[src/cpu_pkg.sv]
// Shared widths, instruction field layout, flag positions, device, ALU-op and condition encodings
package cpu_pkg;

    localparam int DATA_W     = 8;          // Byte datapath
    localparam int ADDR_W     = 8;          // Program and RAM address
    localparam int INSTR_W    = 27;         // One instruction word
    localparam int PROG_DEPTH = 256;        // Program words
    localparam int RAM_DEPTH  = 256;        // RAM bytes

    typedef logic [DATA_W-1:0]  data_t;
    typedef logic [ADDR_W-1:0]  addr_t;
    typedef logic [INSTR_W-1:0] instr_t;
    typedef logic [7:0]         flags_t;    // c z o n gt lt eq ne, c at the top

    // Instruction field positions, top field first
    localparam int TARG_LSB      = 24;      // [26:24]
    localparam int ADEV_LSB      = 21;      // [23:21]
    localparam int BDEV_LSB      = 18;      // [20:18]
    localparam int ALU_OP_LSB    = 14;      // [17:14]
    localparam int COND_LSB      = 10;      // [13:10]
    localparam int SET_FLAGS_BIT = 9;
    localparam int ADDR_MODE_BIT = 8;
    localparam int IMMED_LSB     = 0;       // [7:0]

    // Bit index of each flag inside flags_t
    localparam int FLAG_C  = 7;
    localparam int FLAG_Z  = 6;
    localparam int FLAG_O  = 5;
    localparam int FLAG_N  = 4;
    localparam int FLAG_GT = 3;
    localparam int FLAG_LT = 2;
    localparam int FLAG_EQ = 1;
    localparam int FLAG_NE = 0;

    typedef enum logic [2:0] {
        targ_rega, targ_regb, targ_regc, targ_regd,
        targ_mar, targ_ram, targ_pc, targ_uart
    } targ_e;

    // Code 7 is spare and reads zero
    typedef enum logic [2:0] {
        adev_rega, adev_regb, adev_regc, adev_regd,
        adev_mar, adev_uart, adev_zero
    } adev_e;

    // Code 7 is spare and reads the immediate
    typedef enum logic [2:0] {
        bdev_rega, bdev_regb, bdev_regc, bdev_regd,
        bdev_mar, bdev_ram, bdev_immed
    } bdev_e;

    typedef enum logic [3:0] {
        op_pass_a, op_pass_b, op_add, op_sub, op_adc, op_sbc, op_rsub, op_and,
        op_or, op_xor, op_not_b, op_shl_a, op_shr_a, op_mul_lo, op_mul_hi, op_zero
    } alu_op_e;

    // Codes 11 to 15 never execute
    typedef enum logic [3:0] {
        cond_always, cond_c, cond_z, cond_o, cond_n, cond_gt,
        cond_lt, cond_eq, cond_ne, cond_di, cond_do
    } cond_e;

    typedef enum logic {
        am_direct,                          // RAM address from immed8
        am_register                         // RAM address from MAR
    } addr_mode_e;

endpackage

[src/pc.sv]
// Program counter with increment, jump load and hold while stopped
`timescale 1ns/1ps

module pc (
    input  logic           clk,
    input  logic           arst_n,
    input  logic           run,
    input  logic           pc_load,
    input  cpu_pkg::data_t result,
    output cpu_pkg::addr_t pc_addr
);

    always_ff @(posedge clk or negedge arst_n) begin
        if (!arst_n) begin
            pc_addr <= '0;
        end else if (run) begin
            if (pc_load) begin
                pc_addr <= result;                  // Jump target from the ALU
            end else begin
                pc_addr <= pc_addr + 1'b1;          // Wraps 255 -> 0
            end
        end
        // Stopped: hold
    end

endmodule

[config.mk]
export PLATFORM = sky130hd
export DESIGN_NAME = pc
export DESIGN_NICKNAME = d
export VERILOG_FILES = /design/src/cpu_pkg.sv /design/src/pc.sv
export SDC_FILE = /design/constraint.sdc
export NUM_CORES = 1
export LEC_CHECK = 0
export BUFFER_PORTS_ARGS = -buffer_cell sky130_fd_sc_hd__buf_2
export CORE_AREA = 5 5 42 44
export CTS_BUF_LIST = sky130_fd_sc_hd__clkbuf_8 sky130_fd_sc_hd__clkbuf_16
export CTS_CLUSTER_DIAMETER = 50
export CTS_CLUSTER_SIZE = 12
export DETAILED_ROUTE_END_ITERATION = 12
export DIE_AREA = 0 0 47 49
export SYNTH_ARGS = -nofsm -noshare
export SYNTH_HDL_FRONTEND = slang
export SYNTH_SLANG_ARGS = --single-unit
[constraint.sdc]
create_clock -name clk -period 1.3 [get_ports clk]
set_input_delay 0.065 -clock clk [delete_from_list [all_inputs] [get_ports clk]]
set_output_delay 0.065 -clock clk [all_outputs]
set_load 0.005 [all_outputs]
# == After elaboration in Yosys (flattened, before gate mapping) ==
# Index checks and enable logic that the tools add are counted.
# op_classes
add_sub_neg,1
muxes,1
# ops
cell,count
"8-bit by 1-bit adder with 8-bit output, second input constant",1
8-bit two-way mux,1
# word_totals
register_bits,8

# == Depth between registers and ports, before layout ==
# Gate-level depths: netlist of run 1.
# depth
ltp_word,2
depth_mapped,4
mapped_depth_nobuf,4

# == Worst setup path after synthesis of run 1 ==
# No wires, ideal clock.
# synth_timing
path_kind,flip-flop to flip-flop
start,register pc_addr[2]
end,register pc_addr[7]
setup_time_ps,69
t_arrival_ps,1156
t_required_ps,1231
path_slack_ps,75
path_stages_with_launch,4
n_path_buf,0
synth_period_minus_slack_ps,1225
path_cell_list,dfrtp_1 > nand4_2 > or4_1 > nand3_1
# synth_via
elab_chain_cells,2
# synth_lines
item,line,source
"start, declared",pc.sv:10,output cpu_pkg::addr_t pc_addr
"start signal, assigned",pc.sv:18,pc_addr <= result;
"start signal, assigned",pc.sv:20,pc_addr <= pc_addr + 1'b1;
8-bit by 1-bit adder with 8-bit output,pc.sv:20,
8-bit two-way mux,pc.sv:17,if (pc_load) begin
# No other way between the ends.
# A chain may end at the register's enable or synchronous reset.

# == Worst setup path after layout of run 1 ==
# layout_timing
start,register pc_addr[1]
end,register pc_addr[7]
# The elaborated chain is that of the path after synthesis.

==> results.md, run 1 <==
- Status: completed
- Final Max Slew Viols: 0
- Flops & latches, synth: 8
- Die area: 0.00230 mm2
- Overall Global Routing Usage: 12.1%
- Data required time at the worst endpoint: 1470 ps
- Power Dens Cells: 1380 mW/mm2
- Tcrit/Tclk final: 94.0%
- GRT overflow: 0
- Row count: 14
- Dpl cell area: 606 um2
- H-tree levels: 1
- Largest regs: pc_addr (8)
- Vias per cell: 5.33
- Post-synth ARST share: 100%
- Ports: 20
- Post-synthesis sequential area ratio: 42.3%
- Crit path max fanout: 5
- Clock Skew: 0.931 ps
- Max Fclk: 819 MHz
- CTS tree: done
- Initial Util: 33.8%
- Share of cells above drive strength 1: 38.5%
- Gp weighted congestion: 0.792
- Crit path capture type: flip-flop
- Fin Hold WS: 88.4 ps
- Primary FF master, synth: dfrtp_1
- Startpoint types: flip-flop
- ANT cells: 0
- Worst-Skew Late Latency: 230 ps
- Final wirelength: 1220 um
- Setup TNS: 0 ps
- Worst-Margin Slew: 196 ps
- Sink Count: 8
- Worst-path clk slew: 40 ps
- Number of global-route vias before repair: 444
- DRC: 0
- Post-DP HPWL: 907 um
- Die H: 49 um
- Starting DRT DRC Count: 1
- CORE AREA: 0.00140 mm2
- Initial antenna violation count: 0
- Worst EP arrival: 1390 ps
- Synth Instances: 53
- Relative slew slack: 86.9%
- Synth cell types: 23
- Final worst slack: 78.6 ps
- Tot Pwr: 0.922 mW
- First-pass GRT wire length: 2010 um
- RSZ-0062 raised after global routing: false
- Layout net count: 93
- Port bufs: 19
- Yosys warning count: 0
- Commonest non-fill, non-tap cell in the layout: buf_2
- Pre-CTS setup slack: 77.8 ps
- Min cycle time layout: 1220 ps
- Min-Delay Path Class: in -> reg
- Final hold violations: 0
- DR pass1 iterations: 4
- Area grow syn2layout: 41.0%
- Post-synth EDFFs: 0
- # setup viols final: 0
- Most frequent cells in the layout: buf_2 (19), dfrtp_1 (8), a21oi_1 (6), nand3_1 (5), buf_4 (5)
- Die W: 47 um
- Cell Area, Synth: 473 um2
- Max FFs per register: 8
- CTS Root Cell: clkbuf_8
- Critical path type: reg -> reg
- Worst IR Drop VDD: 0.786 mV
- Largest Register: pc_addr
- TritonCTS buffer count: 3
- Via count: 501
- Remaining antenna violation count: 0
- Largest net degree at the start of global routing: 19
- Net Count, Synth: 66
- WL/cell: 13.0 um
- Mapped Avg Cell Area: 8.92 um2
- Max cap viols: 0
- Design area: 667 um2
- Longest Clk Path Bufs: 2
- Cell leakage power: 0.310 nW
path summary, 6_finish.rpt:
path                            startpoint    endpoint  slack (ps)  depth (start not counted)
worst min-delay path             result[7]  pc_addr[7]          90                          3
worst max register to register  pc_addr[1]  pc_addr[7]          80                          3
max in group asynchronous           arst_n  pc_addr[0]         920                          2
worst max-delay path            pc_addr[1]  pc_addr[7]          80                          3
min in group asynchronous           arst_n  pc_addr[7]         210                          2
worst min register to register  pc_addr[7]  pc_addr[7]         560                          2
critical path: stages (launching register included):
cell	delay, ps
dfrtp_1	410
nand4_2	150
or4_1	510
nand3_1	90
timing repair:
item,4_1_cts,5_1_grt
endpoints found under the hold margin,8,0
resized for setup,0,1
endpoints found under the setup margin,0,1
hold buffers,1,0
buffers inserted,0,1
routing by layer:
layer	up-vias	GRT usage (%)	share of wire, %
met4	0	4.15	0.82
li1	253	-	-
met5	-	0	0
met1	232	14.8	42
met2	13	18.1	50
met3	3	5.90	7.2
cells in the mapped netlist (2+ instances only):
cell type,number,area share [%]
or4_1,2,3.2
mux2i_1,2,4.2
nor2_1,3,2.4
inv_1,2,1.6
o21ai_0,2,2.1
a22oi_1,2,3.2
a31oi_1,2,2.6
nand3_1,5,5.3
nand2_1,2,1.6
o211ai_1,2,3.2
dfrtp_1,8,42
a21oi_1,6,6.3
nor2b_1,2,2.6
o22ai_1,4,5.3
per-stage QoR:
step | utilization, % | cells
final | 47.6 | 94
after floorplan | - | 53
after detailed placement | 43.2 | 89
after global placement | 43.2 | 89
after CTS | 46.9 | 93
after global routing | 47.6 | 94
layout make-up:
cell class                 count  area [um2]
clock buffer                   3        41.3
tap                           16        20.0
sequential                     8         200
timing repair buffer          25         143
inverter                       2        7.51
fill                         158         734
multi-input combinational     40         255
report_power, final:
part           switching (mW)  internal [mW]
Clock                   0.101          0.201
Sequential             0.0462          0.297
Combinational           0.132          0.144
Total                   0.280          0.642
cell families (layout without fill, tap and decap cells):
| group | count (synthesis) | count (layout) | share of synthesized area (%) |
|---|---|---|---|
| compound gates | 18 | 18 | 22.7 |
| simple gates | 19 | 19 | 23.8 |
| fa+ha+maj | 1 | 1 | 2.65 |
| buf+inv | 5 | 30 | 4.23 |
| flops | 8 | 8 | 42.3 |
| mux | 2 | 2 | 4.23 |
(Power assumes the default switching activity.)
==> run 2, diff against run 1 <==
Settings changed: REMOVE_ABC_BUFFERS from default to 1.
==> run 2 against run 1 <==
Net effect:
- die area did not move
- wire length rose by 3.1%
- maximum frequency fell by 1.0%
- total power fell by 0.43%
- clock power barely moved
- combinational power barely moved
- first-iteration DRC count rose to 12 times the previous value
- design area fell by 0.19%
- clock-buffer cell count did not move
- critical path depth rose by 1
- largest cell class unchanged
- largest power group unchanged
==> results.md, run 2 (synthesized netlist as in run 1, its figures left out) <==
- Row count: 14 (unchanged)
- Relative slew slack: 86.7% (was 86.9%)
- Crit path max fanout: 6 (was 5)
- Share of cells above drive strength 1: 38.5% (unchanged)
- Final wirelength: 1260 um (was 1220 um)
- Final cell count without fillers: 94 (unchanged)
- CTS tree: done (unchanged)
- Cell leakage power: 0.311 nW (was 0.310 nW)
- Tcrit/Tclk final: 94.9% (was 94.0%)
- Initial Util: 33.8% (unchanged)
- Final worst slack: 66.3 ps (was 78.6 ps)
- Design area: 666 um2 (was 667 um2)
- Worst IR Drop VDD: 0.567 mV (was 0.786 mV)
- Ports: 20 (unchanged)
- Data required time at the worst endpoint: 1400 ps (was 1470 ps)
- Worst Setup SP: pc_addr[0] (was pc_addr[1])
- RSZ-0062 raised after global routing: false (unchanged)
- # setup viols final: 0 (unchanged)
- Sink Count: 8 (unchanged)
- Reg power frac: 37.3% (was 37.2%)
- Dpl cell area: 606 um2 (unchanged)
- Layout net count: 93 (unchanged)
- Power share of the combinational group: 30.1% (was 30.0%)
- H-tree levels: 1 (unchanged)
- CTS Root Cell: clkbuf_8 (unchanged)
- Longest Clk Path Bufs: 2 (unchanged)
- Via count: 491 (was 501)
- Critical R2R Launch: pc_addr[0] (was pc_addr[1])
- Number of global-route vias before repair: 512 (was 444)
- Die W: 47 um (unchanged)
- Final Max Slew Viols: 0 (unchanged)
- Final hold violations: 0 (unchanged)
- Max Fclk: 811 MHz (was 819 MHz)
- Commonest non-fill, non-tap cell in the layout: buf_2 (unchanged)
- Status: completed (unchanged)
- Min-Delay Path Class: in -> reg (unchanged)
- Max cap viols: 0 (unchanged)
- Clock Skew: 1.70 ps (was 0.931 ps)
- Sw frac: 30.3% (was 30.4%)
- ANT cells: 0 (unchanged)
- Worst-Margin Slew: 200 ps (was 196 ps)
- DP Cell Count: 89 (unchanged)
- Core Util, Final: 47.5% (was 47.6%)
- Worst-Skew Late Latency: 230 ps (about the same)
- Startpoint types: flip-flop (unchanged)
- Vias per cell: 5.22 (was 5.33)
- Crit path capture type: flip-flop (unchanged)
- Largest Register: pc_addr (unchanged)
- Initial antenna violation count: 0 (unchanged)
- Pre-CTS setup slack: 35.7 ps (was 77.8 ps)
- Register-to-register setup slack: 70 ps (was 80 ps)
- Worst EP arrival: 1340 ps (was 1390 ps)
- Max FFs per register: 8 (unchanged)
- CORE AREA: 0.00140 mm2 (unchanged)
- Hold path startpoint: result[7] (unchanged)
- Critical path type: reg -> reg (unchanged)
- First-pass GRT wire length: 2170 um (was 2010 um)
- P_int: 0.639 mW (was 0.642 mW)
- Port bufs: 19 (unchanged)
- Fill cell count: 156 (was 158)
- Min cycle time layout: 1230 ps (was 1220 ps)
- GRT overflow: 0 (unchanged)
- Die H: 49 um (unchanged)
- Gp weighted congestion: 0.758 (was 0.792)
- Remaining antenna violation count: 0 (unchanged)
- Largest regs: pc_addr (8) (unchanged)
- Area grow syn2layout: 40.7% (was 41.0%)
- Setup TNS: 0 ps (unchanged)
- Clock Power Share: 32.6% (was 32.8%)
- Largest net degree at the start of global routing: 19 (unchanged)
- Starting DRT DRC Count: 12 (was 1)
- TritonCTS buffer count: 3 (unchanged)
- Overall Global Routing Usage: 12.8% (was 12.1%)
- DRC: 0 (unchanged)
- Most frequent cells in the layout: buf_2 (19), dfrtp_1 (7), a21oi_1 (6), nand3_1 (5), buf_4 (5) (was buf_2 (19), dfrtp_1 (8), a21oi_1 (6), nand3_1 (5), buf_4 (5))
- DR pass1 iterations: 4 (unchanged)
- Die area: 0.00230 mm2 (unchanged)
- Worst-path clk slew: 40 ps (about the same)
- WL/cell: 13.4 um (was 13.0 um)
- Power Dens Cells: 1380 mW/mm2 (about the same)
- Switch Pwr: 0.278 mW (was 0.280 mW)
- Post-DP HPWL: 957 um (was 907 um)
[run 2: critical path, stage by stage, from the launching register on]
cell and delay [ps]:
dfrtp_2 430, ha_1 240, and3_2 190, o21ai_0 150, a22oi_1 100
[run 2: routing by layer]
metal	wire length, um	track usage, %	vias to the layer above
met5	0	0	-
met3	72	3.69	2
met4	8	5.53	0
met2	592	19.7	14
met1	586	16.1	222
li1	-	-	253
[run 2: timing repair]
action / 4_1_cts / 5_1_grt
endpoints found under the setup margin: 0 / 2
buffers inserted: 0 / 1
hold buffers: 1 / 0
hold endpoints to repair: 8 / 0
gates resized for setup: 0 / 1
[run 2: path summary, 6_finish.rpt]
path                         endpoint  cells after the start
min in group asynchronous  pc_addr[6]                      2
setup reg to reg           pc_addr[4]                      4
hold / removal             pc_addr[7]                      3
max in group asynchronous  pc_addr[0]                      2
setup / recovery           pc_addr[4]                      4
hold reg to reg            pc_addr[7]                      2
[run 2: stage by stage]
step	total power [mW]	hold slack, ps
detailed placement	0.613	-73.6
global route	0.988	101
global placement	0.608	-80.5
CTS	0.921	90.5
finish	0.918	91.0
floorplan	0.475	-231
[run 2: power by group through the flow]
stage | clock (mW) | combinational (mW) | sequential, mW
floorplan | 0 | 0.115 | 0.360
global placement | 0 | 0.261 | 0.347
detailed placement | 0 | 0.265 | 0.349
CTS | 0.309 | 0.267 | 0.345
global route | 0.325 | 0.314 | 0.350
finish | 0.299 | 0.276 | 0.343
[run 2: final cells by class]
class,instances,area (um2),area share [%]
multi-input cells,40,253,38.0
flip-flops and latches,8,201,30.3
repair buffers,25,143,21.4
clock buffers,3,41.3,6.20
well taps,16,20.0,3.01
inverters,2,7.51,1.13
==> run 3, diff against run 2 <==
Settings changed: CORE_AREA 5 5 42 44 to default, CORE_MARGIN from default to 5, CORE_UTILIZATION from default to 26, DIE_AREA 0 0 47 49 to default, GPL_TIMING_DRIVEN from default to 0, SLEW_MARGIN from default to 20.
==> run 3 against run 2 <==
Net effect:
- first-iteration DRC count down 58%
- setup slack worse by 4.6 ps
- non-clock buffer count down 5
- critical endpoint is now pc_addr[7]
- largest cell class unchanged
==> results.md, run 3 (synthesized netlist as in run 1, its figures left out) <==
- Status: completed (unchanged)
- Reg power frac: 42.1% (was 37.3%)
- Power Dens Cells: 1370 mW/mm2 (was 1380 mW/mm2)
- Register-to-register setup slack: 60 ps (was 70 ps)
- Hold path startpoint: result[5] (was result[7])
- Pre-CTS setup slack: 1.76 ps (was 35.7 ps)
- Switch Pwr: 0.277 mW (was 0.278 mW)
- RSZ-0062 raised after global routing: false (unchanged)
- Fin Hold WS: 95.5 ps (was 91.0 ps)
- Ports: 20 (unchanged)
- Critical path type: reg -> reg (unchanged)
- Final Max Slew Viols: 0 (unchanged)
- Clock Power Share: 32.8% (was 32.6%)
- Setup TNS: 0 ps (unchanged)
- Number of global-route vias before repair: 449 (was 512)
- Most frequent cells in the layout: buf_2 (19), a21oi_1 (6), nand3_1 (5) (was buf_2 (19), dfrtp_1 (7), a21oi_1 (6), nand3_1 (5), buf_4 (5))
- Post-CTS Setup Inserts: 0 (unchanged)
- Port bufs: 19 (unchanged)
- Vias per cell: 4.93 (was 5.22)
- Overall Global Routing Usage: 10.0% (was 12.8%)
- Critical R2R Launch: pc_addr[2] (was pc_addr[0])
- Worst IR Drop VDD: 0.417 mV (was 0.567 mV)
- Via count: 483 (was 491)
- Min cycle time layout: 1240 ps (was 1230 ps)
- Clock Skew: 0.866 ps (was 1.70 ps)
- Die W: 52.7 um (was 47 um)
- Row count: 15 (was 14)
- ANT cells: 0 (unchanged)
- H-tree levels: 1 (unchanged)
- Sink Count: 8 (unchanged)
- Initial antenna violation count: 0 (unchanged)
- Tcrit/Tclk final: 95.3% (was 94.9%)
- Final worst slack: 61.6 ps (was 66.3 ps)
- Share of cells above drive strength 1: 39.7% (was 38.5%)
- Gp weighted congestion: 0.682 (was 0.758)
- Crit path max fanout: 8 (was 6)
- Commonest non-fill, non-tap cell in the layout: buf_2 (unchanged)
- Crit-path cells: nand4_4 -> or4_1 -> nand3_1 (was ha_1 -> and3_2 -> o21ai_0 -> a22oi_1)
- Startpoint types: flip-flop (unchanged)
- Final wirelength: 1240 um (was 1260 um)
- Hold Path Sink: pc_addr[5] (was pc_addr[7])
- Min-Delay Path Class: in -> reg (unchanged)
- Area grow syn2layout: 38.4% (was 40.7%)
- Relative slew slack: 79.1% (was 86.7%)
- CTS Root Cell: clkbuf_8 (unchanged)
- Max Fclk: 808 MHz (was 811 MHz)
- Sw frac: 30.9% (was 30.3%)
- DR pass1 iterations: 4 (unchanged)
- Worst-Skew Late Latency: 220 ps (was 230 ps)
- Crit path max-delay cell type: or4_1 (was dfrtp_2)
- CP max stage delay: 510 ps (was 430 ps)
- Worst EP arrival: 1400 ps (was 1340 ps)
- Max FFs per register: 8 (unchanged)
- Tot Pwr: 0.896 mW (was 0.918 mW)
- Die area: 0.00277 mm2 (was 0.00230 mm2)
- Data required time at the worst endpoint: 1460 ps (was 1400 ps)
- Worst reg2reg path depth: 3 (was 4)
- Post-DP HPWL: 914 um (was 957 um)
- Worst-Margin Slew: 313 ps (was 200 ps)
- Hold Path Depth: 3 (unchanged)
- Crit path capture type: flip-flop (unchanged)
- Layout net count: 88 (was 93)
- Final hold violations: 0 (unchanged)
- Largest regs: pc_addr (8) (unchanged)
- Max cap viols: 0 (unchanged)
- Power share of the combinational group: 25.1% (was 30.1%)
- Die H: 52.7 um (was 49 um)
- WL/cell: 12.6 um (was 13.4 um)
- GRT overflow: 0 (unchanged)
- Longest Clk Path Bufs: 2 (unchanged)
- Cell leakage power: 0.281 nW (was 0.311 nW)
- Worst-path clk slew: 40 ps (about the same)
- TritonCTS buffer count: 3 (unchanged)
- First-pass GRT wire length: 1990 um (was 2170 um)
- CTS tree: done (unchanged)
- Worst r2r dst: pc_addr[7] (was pc_addr[4])
- CORE AREA: 0.00173 mm2 (was 0.00140 mm2)
- Starting DRT DRC Count: 5 (was 12)
- DRC: 0 (unchanged)
- Largest Register: pc_addr (unchanged)
- Initial Util: 27.4% (was 33.8%)
- P_int: 0.619 mW (was 0.639 mW)
- Remaining antenna violation count: 0 (unchanged)
- # setup viols final: 0 (unchanged)
- Largest net degree at the start of global routing: 20 (was 19)
-- run 3: cell count changes in the layout (fill, tap and decap cells not counted) --
cell     change
buf_4        -5
dfrtp_1      -3
dfrtp_2      +3
ha_1         -1
ha_2         +1
nand4_2      -1
nand4_4      +1
-- run 3: worst max path at each step --
stage,from,to,slack (ps),cells past startpoint
5_1_grt,pc_addr[2],pc_addr[7],6,3
3_3_place_gp,pc_addr[2],pc_addr[7],30,3
4_1_cts,pc_addr[0],pc_addr[7],30,3
6_report,pc_addr[2],pc_addr[7],60,3
3_5_place_dp,pc_addr[2],pc_addr[7],2,3
2_1_floorplan,pc_addr[2],pc_addr[7],80,3
-- run 3: metrics by stage --
step	utilization [%]	std cells	area (um2)
detailed placement	34.0	94	587
CTS	37.0	98	639
global placement	34.0	94	587
floorplan	-	50	460
global route	37.9	98	654
finish	37.9	98	654
-- run 3: power by group through the flow --
stage	combinational, mW	clock (mW)	sequential (mW)
2_1_floorplan	0.115	0	0.360
3_3_place_gp	0.216	0	0.362
3_5_place_dp	0.220	0	0.365
4_1_cts	0.223	0.299	0.363
5_1_grt	0.256	0.314	0.393
6_report	0.225	0.294	0.378
-- run 3: layer usage --
metal / wire length, um / vias up / global-route usage (%)
met5: 0 / - / 0
met4: 0 / 0 / 5.11
met3: 104 / 0 / 3.42
met2: 571 / 16 / 15.7
met1: 561 / 223 / 11.9
li1: - / 244 / -
-- run 3: timing repair --
item,4_1_cts,5_1_grt
hold buffers,1,0
gates resized for setup,1,5
pin swaps,0,0
endpoints found under the setup margin,1,4
endpoints found under the hold margin,8,0
-- run 3: critical path: cells and delay by family, from the launching register on --
family	cells	cell delay (ps)
AND/OR/NAND/NOR	3	730
flip-flops	1	450
-- run 3: area by class of cell --
class                           count  area, um2
Inverter                            2       7.51
Tap cell                           25       31.3
Clock buffer                        3       41.3
Fill cell                         195       1070
Sequential cell                     8        205
Multi-Input combinational cell     40        264
Timing Repair Buffer               20        105
